--- config.mk ---
export PLATFORM = sky130hd
export DESIGN_NAME = dcache_top
export DESIGN_NICKNAME = d
export VERILOG_FILES = /design/src/design/dcache_pkg.sv /design/src/design/dcache_bus_master.sv /design/src/design/dcache_ctrl.sv /design/src/design/dcache_ram.sv /design/src/design/dcache_top.sv
export VERILOG_INCLUDE_DIRS = /design/src /design/src/design
export SDC_FILE = /design/constraint.sdc
export NUM_CORES = 2
export LEC_CHECK = 0
export BUFFER_PORTS_ARGS = -buffer_cell sky130_fd_sc_hd__buf_2
export CORE_UTILIZATION = 40
export CTS_CLUSTER_SIZE = 10
export DETAILED_ROUTE_END_ITERATION = 8
export PLACE_DENSITY = 0.57
export SETUP_SLACK_MARGIN = 0.05
export SYNTH_ARGS = -nofsm -noshare
export SYNTH_HDL_FRONTEND = slang
export SYNTH_SLANG_ARGS = --single-unit
export TNS_END_PERCENT = 1
--- constraint.sdc ---
create_clock -name i_clock -period 7.5 [get_ports i_clock]
set_input_delay 0.375 -clock i_clock [delete_from_list [all_inputs] [get_ports i_clock]]
set_output_delay 0.375 -clock i_clock [all_outputs]
set_load 0.02 [all_outputs]
--- src/design/dcache_consts.svh ---
`ifndef DCACHE_CONSTS_SVH
`define DCACHE_CONSTS_SVH

// ========================================
// Cache geometry
// ========================================

// Line index width, taken from address bits above the byte offset.
`define DCACHE_INDEX_BITS 6

// Number of one-word lines.
`define DCACHE_LINES 64

// ========================================
// Address map
// ========================================

// Accesses with this address bit set bypass the cache.
`define DCACHE_UNCACHED_BIT 31

`endif

--- src/design/dcache_pkg.sv ---
package dcache_pkg;

	// ========================================
	// Controller states
	// ========================================

	typedef enum logic [3:0] {
		INITIALIZE    = 4'd0,
		IDLE          = 4'd1,
		PASS_THROUGH  = 4'd2,
		WRITE_SETUP   = 4'd3,
		WRITE_WB_WAIT = 4'd4,
		READ_SETUP    = 4'd5,
		READ_WB_WAIT  = 4'd6,
		READ_BUS_WAIT = 4'd7,
		FLUSH_SETUP   = 4'd8,
		FLUSH_CHECK   = 4'd9,
		FLUSH_WRITE   = 4'd10
	} dcache_state_t;

	// ========================================
	// Line storage
	// ========================================

	// Tag holds the full word address of the cached word.
	typedef struct packed {
		logic [31:0] data;
		logic [29:0] tag;
		logic        dirty;
		logic        valid;
	} dcache_line_t;

	// ========================================
	// Memory request and response
	// ========================================

	typedef struct packed {
		logic        valid;
		logic        we;
		logic [31:0] adr;
		logic [31:0] dat;
	} mem_req_t;

	// Done pulses once, dat is only meaningful for reads.
	typedef struct packed {
		logic        done;
		logic [31:0] dat;
	} mem_rsp_t;

endpackage

--- src/design/dcache_bus_master.sv ---
module dcache_bus_master
	import dcache_pkg::*;
(
	input  logic        i_clock,
	input  logic        i_reset,

	// From and to the controller.
	input  mem_req_t    i_req,
	output mem_rsp_t    o_rsp,

	// Wishbone classic master.
	output logic        o_mem_cyc,
	output logic        o_mem_stb,
	output logic        o_mem_we,
	output logic [31:0] o_mem_adr,
	output logic [31:0] o_mem_dat,
	input  logic [31:0] i_mem_dat,
	input  logic        i_mem_ack
);

	logic        cyc_q;
	logic        done_q;
	logic [31:0] rdata_q;
	logic        start;

	// A held request is still valid in the done cycle, so skip it.
	assign start = i_req.valid && !cyc_q && !done_q;

	always_ff @(posedge i_clock) begin
		if (i_reset) begin
			cyc_q  <= 1'b0;
			done_q <= 1'b0;
		end else begin
			done_q <= cyc_q && i_mem_ack;
			if (cyc_q && i_mem_ack) begin
				cyc_q <= 1'b0;
			end else if (start) begin
				cyc_q <= 1'b1;
			end
		end
	end

	// Request fields and read data.
	always_ff @(posedge i_clock) begin
		if (start) begin
			o_mem_we  <= i_req.we;
			o_mem_adr <= i_req.adr;
			o_mem_dat <= i_req.dat;
		end
		if (cyc_q && i_mem_ack) begin
			rdata_q <= i_mem_dat;
		end
	end

	assign o_mem_cyc = cyc_q;
	assign o_mem_stb = cyc_q;
	assign o_rsp     = '{done: done_q, dat: rdata_q};

endmodule

--- src/design/dcache_ctrl.sv ---
`include "dcache_consts.svh"

module dcache_ctrl
	import dcache_pkg::*;
(
	input  logic                          i_clock,
	input  logic                          i_reset,

	// Processor port.
	input  logic                          i_cpu_cyc,
	input  logic                          i_cpu_stb,
	input  logic                          i_cpu_we,
	input  logic [31:0]                   i_cpu_adr,
	input  logic [31:0]                   i_cpu_dat,
	output logic [31:0]                   o_cpu_dat,
	output logic                          o_cpu_ack,
	input  logic                          i_flush,
	output logic                          o_flush_done,

	// Line storage.
	output logic                          o_ram_we,
	output logic [`DCACHE_INDEX_BITS-1:0] o_ram_index,
	output dcache_line_t                  o_ram_line,
	input  dcache_line_t                  i_ram_line,

	// Bus master.
	output mem_req_t                      o_req,
	input  mem_rsp_t                      i_rsp
);

	localparam logic [`DCACHE_INDEX_BITS-1:0] LAST_INDEX = `DCACHE_INDEX_BITS'(`DCACHE_LINES - 1);

	dcache_state_t state;
	dcache_state_t next_state;

	// Walks every line during initialization and flush.
	logic [`DCACHE_INDEX_BITS-1:0] line_count;
	logic [`DCACHE_INDEX_BITS-1:0] next_line_count;

	logic [29:0] cpu_tag;
	logic        cpu_uncached;
	logic        hit;
	logic        victim_dirty;
	mem_req_t    victim_req;

	assign cpu_tag      = i_cpu_adr[31:2];
	assign cpu_uncached = i_cpu_adr[`DCACHE_UNCACHED_BIT];
	assign hit          = i_ram_line.valid && (i_ram_line.tag == cpu_tag);
	assign victim_dirty = i_ram_line.valid && i_ram_line.dirty;

	// Write-back of whatever line storage currently shows.
	assign victim_req = '{
		valid: 1'b1,
		we:    1'b1,
		adr:   {i_ram_line.tag, 2'b00},
		dat:   i_ram_line.data
	};

	always_ff @(posedge i_clock) begin
		if (i_reset) begin
			state      <= INITIALIZE;
			line_count <= '0;
		end else begin
			state      <= next_state;
			line_count <= next_line_count;
		end
	end

	always_comb begin
		next_state      = state;
		next_line_count = line_count;

		o_cpu_dat    = '0;
		o_cpu_ack    = 1'b0;
		o_flush_done = 1'b0;

		o_ram_we    = 1'b0;
		o_ram_index = i_cpu_adr[`DCACHE_INDEX_BITS+1:2];
		o_ram_line  = '0;

		o_req = '0;

		case (state)
			// ========================================
			// Reset and idle
			// ========================================

			// Clear one line per cycle.
			INITIALIZE: begin
				o_ram_we        = 1'b1;
				o_ram_index     = line_count;
				next_line_count = line_count + 1'b1;
				if (line_count == LAST_INDEX) begin
					next_state = IDLE;
				end
			end

			IDLE: begin
				if (i_cpu_cyc && i_cpu_stb) begin
					if (cpu_uncached) begin
						next_state = PASS_THROUGH;
					end else if (i_cpu_we) begin
						next_state = WRITE_SETUP;
					end else begin
						next_state = READ_SETUP;
					end
				end else if (i_flush) begin
					next_line_count = '0;
					next_state      = FLUSH_SETUP;
				end
			end

			// Uncached, straight to memory.
			PASS_THROUGH: begin
				o_req     = '{valid: 1'b1, we: i_cpu_we, adr: i_cpu_adr, dat: i_cpu_dat};
				o_cpu_dat = i_rsp.dat;
				if (i_rsp.done) begin
					o_cpu_ack  = 1'b1;
					next_state = IDLE;
				end
			end

			// ========================================
			// Write allocate
			// ========================================

			WRITE_SETUP: begin
				o_ram_line = '{data: i_cpu_dat, tag: cpu_tag, dirty: 1'b1, valid: 1'b1};
				if (victim_dirty && !hit) begin
					o_req      = victim_req;
					next_state = WRITE_WB_WAIT;
				end else begin
					o_ram_we   = 1'b1;
					o_cpu_ack  = 1'b1;
					next_state = IDLE;
				end
			end

			// Victim going out, then install the new word.
			WRITE_WB_WAIT: begin
				o_req      = victim_req;
				o_ram_line = '{data: i_cpu_dat, tag: cpu_tag, dirty: 1'b1, valid: 1'b1};
				if (i_rsp.done) begin
					o_ram_we   = 1'b1;
					o_cpu_ack  = 1'b1;
					next_state = IDLE;
				end
			end

			// ========================================
			// Read
			// ========================================

			READ_SETUP: begin
				o_cpu_dat = i_ram_line.data;
				if (hit) begin
					o_cpu_ack  = 1'b1;
					next_state = IDLE;
				end else if (victim_dirty) begin
					o_req      = victim_req;
					next_state = READ_WB_WAIT;
				end else begin
					next_state = READ_BUS_WAIT;
				end
			end

			READ_WB_WAIT: begin
				o_req = victim_req;
				if (i_rsp.done) begin
					next_state = READ_BUS_WAIT;
				end
			end

			// Refill and answer from the bus data.
			READ_BUS_WAIT: begin
				o_req      = '{valid: 1'b1, we: 1'b0, adr: i_cpu_adr, dat: '0};
				o_cpu_dat  = i_rsp.dat;
				o_ram_line = '{data: i_rsp.dat, tag: cpu_tag, dirty: 1'b0, valid: 1'b1};
				if (i_rsp.done) begin
					o_ram_we   = 1'b1;
					o_cpu_ack  = 1'b1;
					next_state = IDLE;
				end
			end

			// ========================================
			// Flush
			// ========================================

			// Line shows up on the next cycle.
			FLUSH_SETUP: begin
				o_ram_index = line_count;
				next_state  = FLUSH_CHECK;
			end

			FLUSH_CHECK: begin
				o_ram_index = line_count;
				if (victim_dirty) begin
					o_req      = victim_req;
					next_state = FLUSH_WRITE;
				end else if (line_count == LAST_INDEX) begin
					o_flush_done = 1'b1;
					next_state   = IDLE;
				end else begin
					next_line_count = line_count + 1'b1;
					next_state      = FLUSH_SETUP;
				end
			end

			// Keep the line valid, just mark it clean.
			FLUSH_WRITE: begin
				o_ram_index = line_count;
				o_req       = victim_req;
				o_ram_line  = i_ram_line;
				o_ram_line.dirty = 1'b0;
				if (i_rsp.done) begin
					o_ram_we        = 1'b1;
					next_line_count = line_count + 1'b1;
					if (line_count == LAST_INDEX) begin
						o_flush_done = 1'b1;
						next_state   = IDLE;
					end else begin
						next_state = FLUSH_SETUP;
					end
				end
			end

			default: begin
				next_state = IDLE;
			end
		endcase
	end

endmodule

--- src/design/dcache_ram.sv ---
`include "dcache_consts.svh"

module dcache_ram
	import dcache_pkg::*;
(
	input  logic                          i_clock,
	input  logic                          i_we,
	input  logic [`DCACHE_INDEX_BITS-1:0] i_index,
	input  dcache_line_t                  i_line,
	output dcache_line_t                  o_line
);

	// One entry per cache line.
	dcache_line_t lines [`DCACHE_LINES];

	// Write port.
	always_ff @(posedge i_clock) begin
		if (i_we) begin
			lines[i_index] <= i_line;
		end
	end

	// Registered read, old contents on a same-cycle write.
	always_ff @(posedge i_clock) begin
		o_line <= lines[i_index];
	end

endmodule

--- src/design/dcache_top.sv ---
`include "dcache_consts.svh"

module dcache_top
	import dcache_pkg::*;
(
	input  logic        i_clock,
	input  logic        i_reset,

	// Processor side.
	input  logic        i_cpu_cyc,
	input  logic        i_cpu_stb,
	input  logic        i_cpu_we,
	input  logic [31:0] i_cpu_adr,
	input  logic [31:0] i_cpu_dat,
	output logic [31:0] o_cpu_dat,
	output logic        o_cpu_ack,
	input  logic        i_flush,
	output logic        o_flush_done,

	// Memory side.
	output logic        o_mem_cyc,
	output logic        o_mem_stb,
	output logic        o_mem_we,
	output logic [31:0] o_mem_adr,
	output logic [31:0] o_mem_dat,
	input  logic [31:0] i_mem_dat,
	input  logic        i_mem_ack
);

	logic                          ram_we;
	logic [`DCACHE_INDEX_BITS-1:0] ram_index;
	dcache_line_t                  ram_wr_line;
	dcache_line_t                  ram_rd_line;
	mem_req_t                      mem_req;
	mem_rsp_t                      mem_rsp;

	dcache_ctrl dcache_ctrl_inst (
		.i_clock      (i_clock),
		.i_reset      (i_reset),
		.i_cpu_cyc    (i_cpu_cyc),
		.i_cpu_stb    (i_cpu_stb),
		.i_cpu_we     (i_cpu_we),
		.i_cpu_adr    (i_cpu_adr),
		.i_cpu_dat    (i_cpu_dat),
		.o_cpu_dat    (o_cpu_dat),
		.o_cpu_ack    (o_cpu_ack),
		.i_flush      (i_flush),
		.o_flush_done (o_flush_done),
		.o_ram_we     (ram_we),
		.o_ram_index  (ram_index),
		.o_ram_line   (ram_wr_line),
		.i_ram_line   (ram_rd_line),
		.o_req        (mem_req),
		.i_rsp        (mem_rsp)
	);

	dcache_ram dcache_ram_inst (
		.i_clock (i_clock),
		.i_we    (ram_we),
		.i_index (ram_index),
		.i_line  (ram_wr_line),
		.o_line  (ram_rd_line)
	);

	dcache_bus_master dcache_bus_master_inst (
		.i_clock   (i_clock),
		.i_reset   (i_reset),
		.i_req     (mem_req),
		.o_rsp     (mem_rsp),
		.o_mem_cyc (o_mem_cyc),
		.o_mem_stb (o_mem_stb),
		.o_mem_we  (o_mem_we),
		.o_mem_adr (o_mem_adr),
		.o_mem_dat (o_mem_dat),
		.i_mem_dat (i_mem_dat),
		.i_mem_ack (i_mem_ack)
	);

endmodule

**Word level (Yosys, flattened, before mapping)**

Memories as Yosys holds them, arrays and structs flattened. A register that Yosys moved wholly into a read port is not among the register bits.
Index checks and enable logic that the tools add are counted.

- Word-level logic and storage cells: 90
- Bits in registers: 109
- Memories: 1
- Output and inout bits: 101
- Bits in writable memories: 4096
- Input port bits: 103

Memory list:

| name | words | width | read ports | clocked after memory_dff | wr ports | RTL line | source |
|---|---|---|---|---|---|---|---|
| dcache_ram_inst.lines | 64 | 64 | 1 | 1 | 1 | dcache_ram.sv:14 | `` dcache_line_t lines [`DCACHE_LINES]; `` |

- Equality and inequality tests: 21
- Muxes and demuxes: 38
- $add $sub $neg: 1
- Reductions and logical operators: 21

Operators by type and width:

| cell | count |
|---|---|
| 66-bit one-hot mux with 6 select lines | 1 |
| 66-bit two-way mux | 3 |
| 64-bit one-hot mux with 3 select lines | 1 |
| 32-bit one-hot mux with 2 select lines | 1 |
| 4-bit two-way mux | 10 |
| 6-bit two-way mux | 6 |
| 4-bit one-hot mux with 9 select lines | 1 |
| 30-bit == test | 1 |
| 6-bit one-hot mux with 4 select lines | 1 |
| 4-bit by 3-bit == test with 1-bit output, second input constant | 4 |
| 4-bit == test, second input constant | 3 |
| 1-bit two-way mux | 9 |
| 3-bit OR reduction | 3 |
| 4-bit by 2-bit == test with 1-bit output, second input constant | 2 |
| 2-bit by 1-bit inequality test with 1-bit output, second input constant | 4 |
| 2-bit inequality test, second input constant | 4 |
| 1-bit logical AND | 7 |
| 6-bit by 1-bit adder with 6-bit output, second input constant | 1 |
| 6-bit == test, second input constant | 1 |
| 3-bit two-way mux | 2 |
| 1-bit one-hot mux with 3 select lines | 2 |
| 6-bit AND reduction | 1 |
| 2-bit OR reduction | 3 |
| 5-bit AND reduction | 1 |
| 7 further kinds | 9 |

**Logic depth before layout (Yosys ltp)**

- Depth after elaboration: 8
- Gate-level depth with buffers: 15
- Mapped depth without buffers: 9

**Hierarchy**

From an unflattened synthesis, not the netlist that was laid out.

- Cells, all modules: 9298
- Area, all modules: 162299.4 um^2

Modules (own cells, without submodules):

| module | instances | area each (um^2) | sequential area each (um^2) | cells an instance |
|---|---|---|---|---|
| dcache_ram | 1 | 155452.8 | 124279.2 | 8619 |
| dcache_ctrl | 1 | 3836.2 | 200.2 | 573 |
| dcache_bus_master | 1 | 3010.4 | 2952.8 | 106 |

**Least setup slack after synthesis**

Ideal clock, no wire load.

- Kind: register -> register
- Start: reg dcache_ctrl_inst.state[2]
- End: reg dcache_bus_master_inst.cyc_q, in the netlist dcache_bus_master_inst.o_mem_cyc
- Arrival time: 6.203 ns
- Path buffers: 2
- Period minus slack after synthesis: 6.280 ns
- Slack: 1.220 ns
- Data required time: 7.422 ns
- Stages on the path, launching flop included: 8
- Library setup time: 0.078 ns
- Path through: dfxtp_1 clkbuf_1 buf_1 o21ai_0 a31oi_1 nor2_1 nor3_1 o21ba_2

- Longest elaborated chain between the ends: 5
- Elaborated cells between the ends (all ways): 12
- Classes of those cells: 8 x eq/ne; 1 x mux; 3 x reduce/logical

RTL lines:

| item | RTL line | source |
|---|---|---|
| start, declared | dcache_ctrl.sv:33 | `dcache_state_t state;` |
| start signal, assigned | dcache_ctrl.sv:64 | `state <= next_state;` |
| 4-bit by 3-bit == test with 1-bit output or 4-bit == test (tied branches) | dcache_ctrl.sv:83 | `case (state)` |
| 3-bit OR reduction (no source line) | - |  |
| 66-bit one-hot mux with 6 select lines * | dcache_ctrl.sv:83 |  |
| 1-bit logical AND * (2 in a row) | dcache_bus_master.sv:27 | `assign start = i_req.valid && !cyc_q && !done_q;` |
| via dcache_bus_master_inst.start | dcache_bus_master.sv:24 | `logic start;` |
| end signal, assigned | dcache_bus_master.sv:31 | `cyc_q <= 1'b0;` |
| end signal, assigned | dcache_bus_master.sv:36 | `cyc_q <= 1'b0;` |
| end signal, assigned | dcache_bus_master.sv:38 | `cyc_q <= 1'b1;` |
| end, declared | dcache_bus_master.sv:21 | `logic cyc_q;` |

The timed path passes the listed nets; every way through them passes the cells marked *.
A chain may end at the register's enable or synchronous reset.

**Final worst setup path**

- Start: reg dcache_ctrl_inst.state[1]
- End: reg, netlist name dcache_ram_inst.o_line[20]

- Longest elaborated chain between the ends: 3
- Elaborated cells between the ends (all ways): 6
- Classes of those cells: 3 x eq/ne; 1 x mux; 2 x reduce/logical

RTL lines:

| item | RTL line |
|---|---|
| 4-bit == test or 4-bit zero test (tied branches) | dcache_ctrl.sv:83 |
| 4-bit OR reduction (no source line) * | - |
| 6-bit two-way mux * | dcache_ctrl.sv:83 |

Mark *: on every way between the ends. The rest lies on a longest branch, timed or not.

==> summary.txt <==
Outcome
  – Status: completed

Yosys
  – Post-synth EDFFs: 4193
  – Synth async-reset ratio: 0%
  – Distinct cells, synth: 80
  – Post-Syn Instances: 9301
  – Post-synthesis sequential area ratio: 78.72%
  – Mapped cell area: 0.1619 sq mm
  – Syn_area_per_cell: 17.40 sq um
  – Yosys warns: 0
  – Yosys reg bits: 4269
  – Syn_nets: 9405
  – Ys flop type: edfxtp_1

Detailed routing
  – Drt pass-1 iters: 8
  – Vias/cell: 6.352
  – Number of remaining DRC errors: 0
  – Wire length per cell after detailed routing: 37.34 um
  – Final wirelength: 580100 um
  – Via count: 98670
  – ANT nets after route: 0
  – Initial DRC count: 15540

Timing
  – Final Hold Viols: 0
  – Clock skew: 106.1 ps
  – Final Critical Period: 5968 ps
  – Final setup fails: 0
  – RSZ-0062 raised after global routing: no
  – Actual slew at the worst max-slew pin: 1434 ps
  – Max-slew headroom: 4.392%
  – Final slew viol count: 0
  – Tcrit/Tclk final: 79.57%
  – Fmax: 167.6 MHz
  – Final WS setup: 1532 ps
  – Setup TNS: 0 ps

Placed design
  – Dpl hpwl: 331800 um
  – GP Congestion: 0.8920
  – Number of port buffers: 203
  – Post-place setup slack: 1699 ps
  – DP Area: 0.1716 sq mm

Final layout
  – Most frequent cells in the layout: edfxtp_1, a22oi_1, clkbuf_16, o21ai_0, mux2i_1
  – Most common cell after layout, fill and taps aside: edfxtp_1
  – Final Instance Area: 0.1862 sq mm
  – Final core occ: 46.20%
  – Layout area overhead: 15.00%
  – Filler Cell Count: 34220
  – NumNets Final: 9892
  – Layout cells sized above 1: 15.45%

Pwr
  – Pwr dens: 324.3 mW/mm^2
  – Sequential power share: 45.2%
  – Comb power frac: 20.0%
  – Switching power summed over all nets: 18.21 mW
  – PnR Total Power: 60.38 mW
  – Sw Ratio: 30.17%
  – Clock power share: 34.8%
  – Int Pwr: 42.16 mW
  – Peak VDD IR: 0.0002689 V
  – Pleak: 54.40 nW

GRT
  – Vias in the first global route: 94900
  – Initial antenna violation count: 40
  – Largest net degree at the start of global routing: 141
  – First-pass GRT wire length: 786800 um
  – GRT Overall Usage: 27.73%
  – Total gr overflow: 0

Clock network
  – CTS Buf Count: 476
  – H-tree depth: 5
  – Clock transition at path regs: 60 ps
  – Clock latency on the worst-skew pair: 1030 ps
  – Clock Path Buffers: 4
  – Root buffer cell: clkbuf_16
  – CTS tree: built
  – # clock sinks: 4269

Setup path
  – Crit-path cells: a21oi_2 -> buf_4 -> and3_1 -> nor2_4 -> buf_12 -> mux2_2 -> a221oi_1 -> o22ai_1 -> a221oi_1 -> nand4_1
  – CP Class: flop to flop
  – CP Data Required Time: 8280 ps
  – Worst setup SP type: flop
  – Crit path max-delay family: compound AO/OA/AOI/OAI gates
  – CP peak stage delay: 1180 ps
  – CP endpoint kind: flop
  – Most used cell, CP: a221oi_1
  – Critical path fanouts, max: 99
  – Worst path arrival time: 6750 ps
  – WP buf/inv: 2
  – Slowest CP cell: a221oi_1

Die
  – IO Pins: 204
  – # rows: 233
  – Width of the die: 638.1 um
  – Initial core utilization: 40.18%
  – CORE AREA: 0.4029 sq mm
  – DIE HEIGHT: 638.1 um
  – Die Footprint: 0.4072 sq mm

Hold path
  – Tightest Hold Check Type: input port to flop

Flow run
  – Max-Cap Viols: 0
## final timing paths
| path | from | end | slack [ps] | cells after the start |
|---|---|---|---|---|
| worst min register to register | dcache_ctrl_inst.line_count[5] | dcache_ctrl_inst.line_count[5] | 590 | 2 |
| worst min-delay path | i_cpu_dat[3] | dcache_bus_master_inst.o_mem_dat[3] | 60 | 2 |
| worst max register to register | dcache_ctrl_inst.state[1] | dcache_ram_inst.o_line[20] | 1530 | 10 |
| worst max-delay path | dcache_ctrl_inst.state[1] | dcache_ram_inst.o_line[20] | 1530 | 10 |
## layout make-up
| type | count | area, sq um | area share [%] |
|---|---|---|---|
| repair buffers | 689 | 5958 | 3.201 |
| well taps | 5405 | 6763 | 3.633 |
| multi-input cells | 4316 | 32190 | 17.29 |
| clock inverters | 40 | 509.2 | 0.2736 |
| diodes | 49 | 122.6 | 0.06587 |
| clock buffers | 731 | 13050 | 7.008 |
| inverters | 36 | 135.1 | 0.07259 |
| flip-flops and latches | 4269 | 127400 | 68.46 |
## worst register-to-register path: cells and delay by family, from the launching register on
family                 cells  cell delay (ps)
AO/OA/AOI/OAI              4             1860
AND/OR/NAND/NOR            3             1690
buffers and inverters      2              860
flip-flops                 1              780
multiplexers               1              570
## what timing repair did
action	CTS	global route
hold buffers	84	0
gates resized for setup	0	0
hold endpoints to repair	97	0
setup buffers	0	0
## per-layer routing
layer	GRT usage, %	vias up	routed length [um]
li1	-	39520	-
met1	36.32	51250	215700
met2	42.74	6630	263600
met3	6.150	1255	63000
met4	15.85	16	37750
met5	0	-	107
## logic make-up after synthesis
logic type,after synthesis,share of synthesized area [%]
XOR/XNOR,36,0.1948
adder cells (fa/ha/maj),1,0.007728
buffers and inverters,716,1.912
flip-flops,4269,78.72
AO/OA/AOI/OAI,2647,11.88
AND/OR/NAND/NOR,952,2.851
multiplexers,680,4.433
## metrics by stage
step / hold slack [ps] / cells
floorplan: 444.1 / 9301
global placement: 535.8 / 14630
detailed placement: 552.1 / 14630
CTS: 9.622 / 15480
global route: 7.176 / 15510
finish: 59.97 / 15540
## Yosys cell counts (5+ instances only)
cell          n  share of area (%)
a211o_1      42               0.23
a211oi_1     64               0.30
a21o_1       10              0.046
a21oi_1     270               0.83
a221o_1       7              0.043
a221oi_1    375                2.0
a222oi_1    109               0.67
a22o_1      156               0.84
a22oi_1     711                3.3
a2bb2oi_1    41               0.22
a311oi_1      7              0.038
a31oi_1      78               0.30
a41oi_1      68               0.37
and3_1       95               0.37
and4_1       17              0.092
buf_1        87               0.20
buf_2       206               0.64
buf_4        24               0.11
buf_6         8              0.056
clkbuf_1    355               0.82
dfxtp_1      76               0.94
edfxtp_1   4193                 78
inv_1        35              0.081
mux2_2      294                2.0
mux2i_1     385                2.4
nand2_1     355               0.82
nand3_1     180               0.56
nand4_1     104               0.40
nor2_1      120               0.28
nor3_1       12              0.037
nor4_1       34               0.13
o211ai_1     47               0.22
o21ai_0     422                1.3
o22a_1       57               0.31
o22ai_1     137               0.53
or4_1         7              0.032
xnor2_1      31               0.17
xor2_1        5              0.027
## power by group through the flow
stage | Combinational [mW] | Clock [mW] | Sequential [mW]
finish | 12.1 | 21.0 | 27.3
global route | 12.4 | 22.1 | 27.3
CTS | 11.8 | 21.2 | 27.3
detailed placement | 11.7 | 0 | 27.8
global placement | 11.7 | 0 | 27.7
floorplan | 6.32 | 0 | 27.5
## flip-flops by register name, indices dropped and copies added (netlist names)
register and cells:
dcache_bus_master_inst.done_q 1, dcache_bus_master_inst.o_mem_adr 32, dcache_bus_master_inst.o_mem_cyc 1, dcache_bus_master_inst.o_mem_dat 32
dcache_bus_master_inst.o_mem_we 1, dcache_bus_master_inst.rdata_q 32, dcache_ctrl_inst.line_count 6, dcache_ctrl_inst.state 4
dcache_ram_inst.lines 4096, dcache_ram_inst.o_line 64
(Power assumes the default switching activity.)
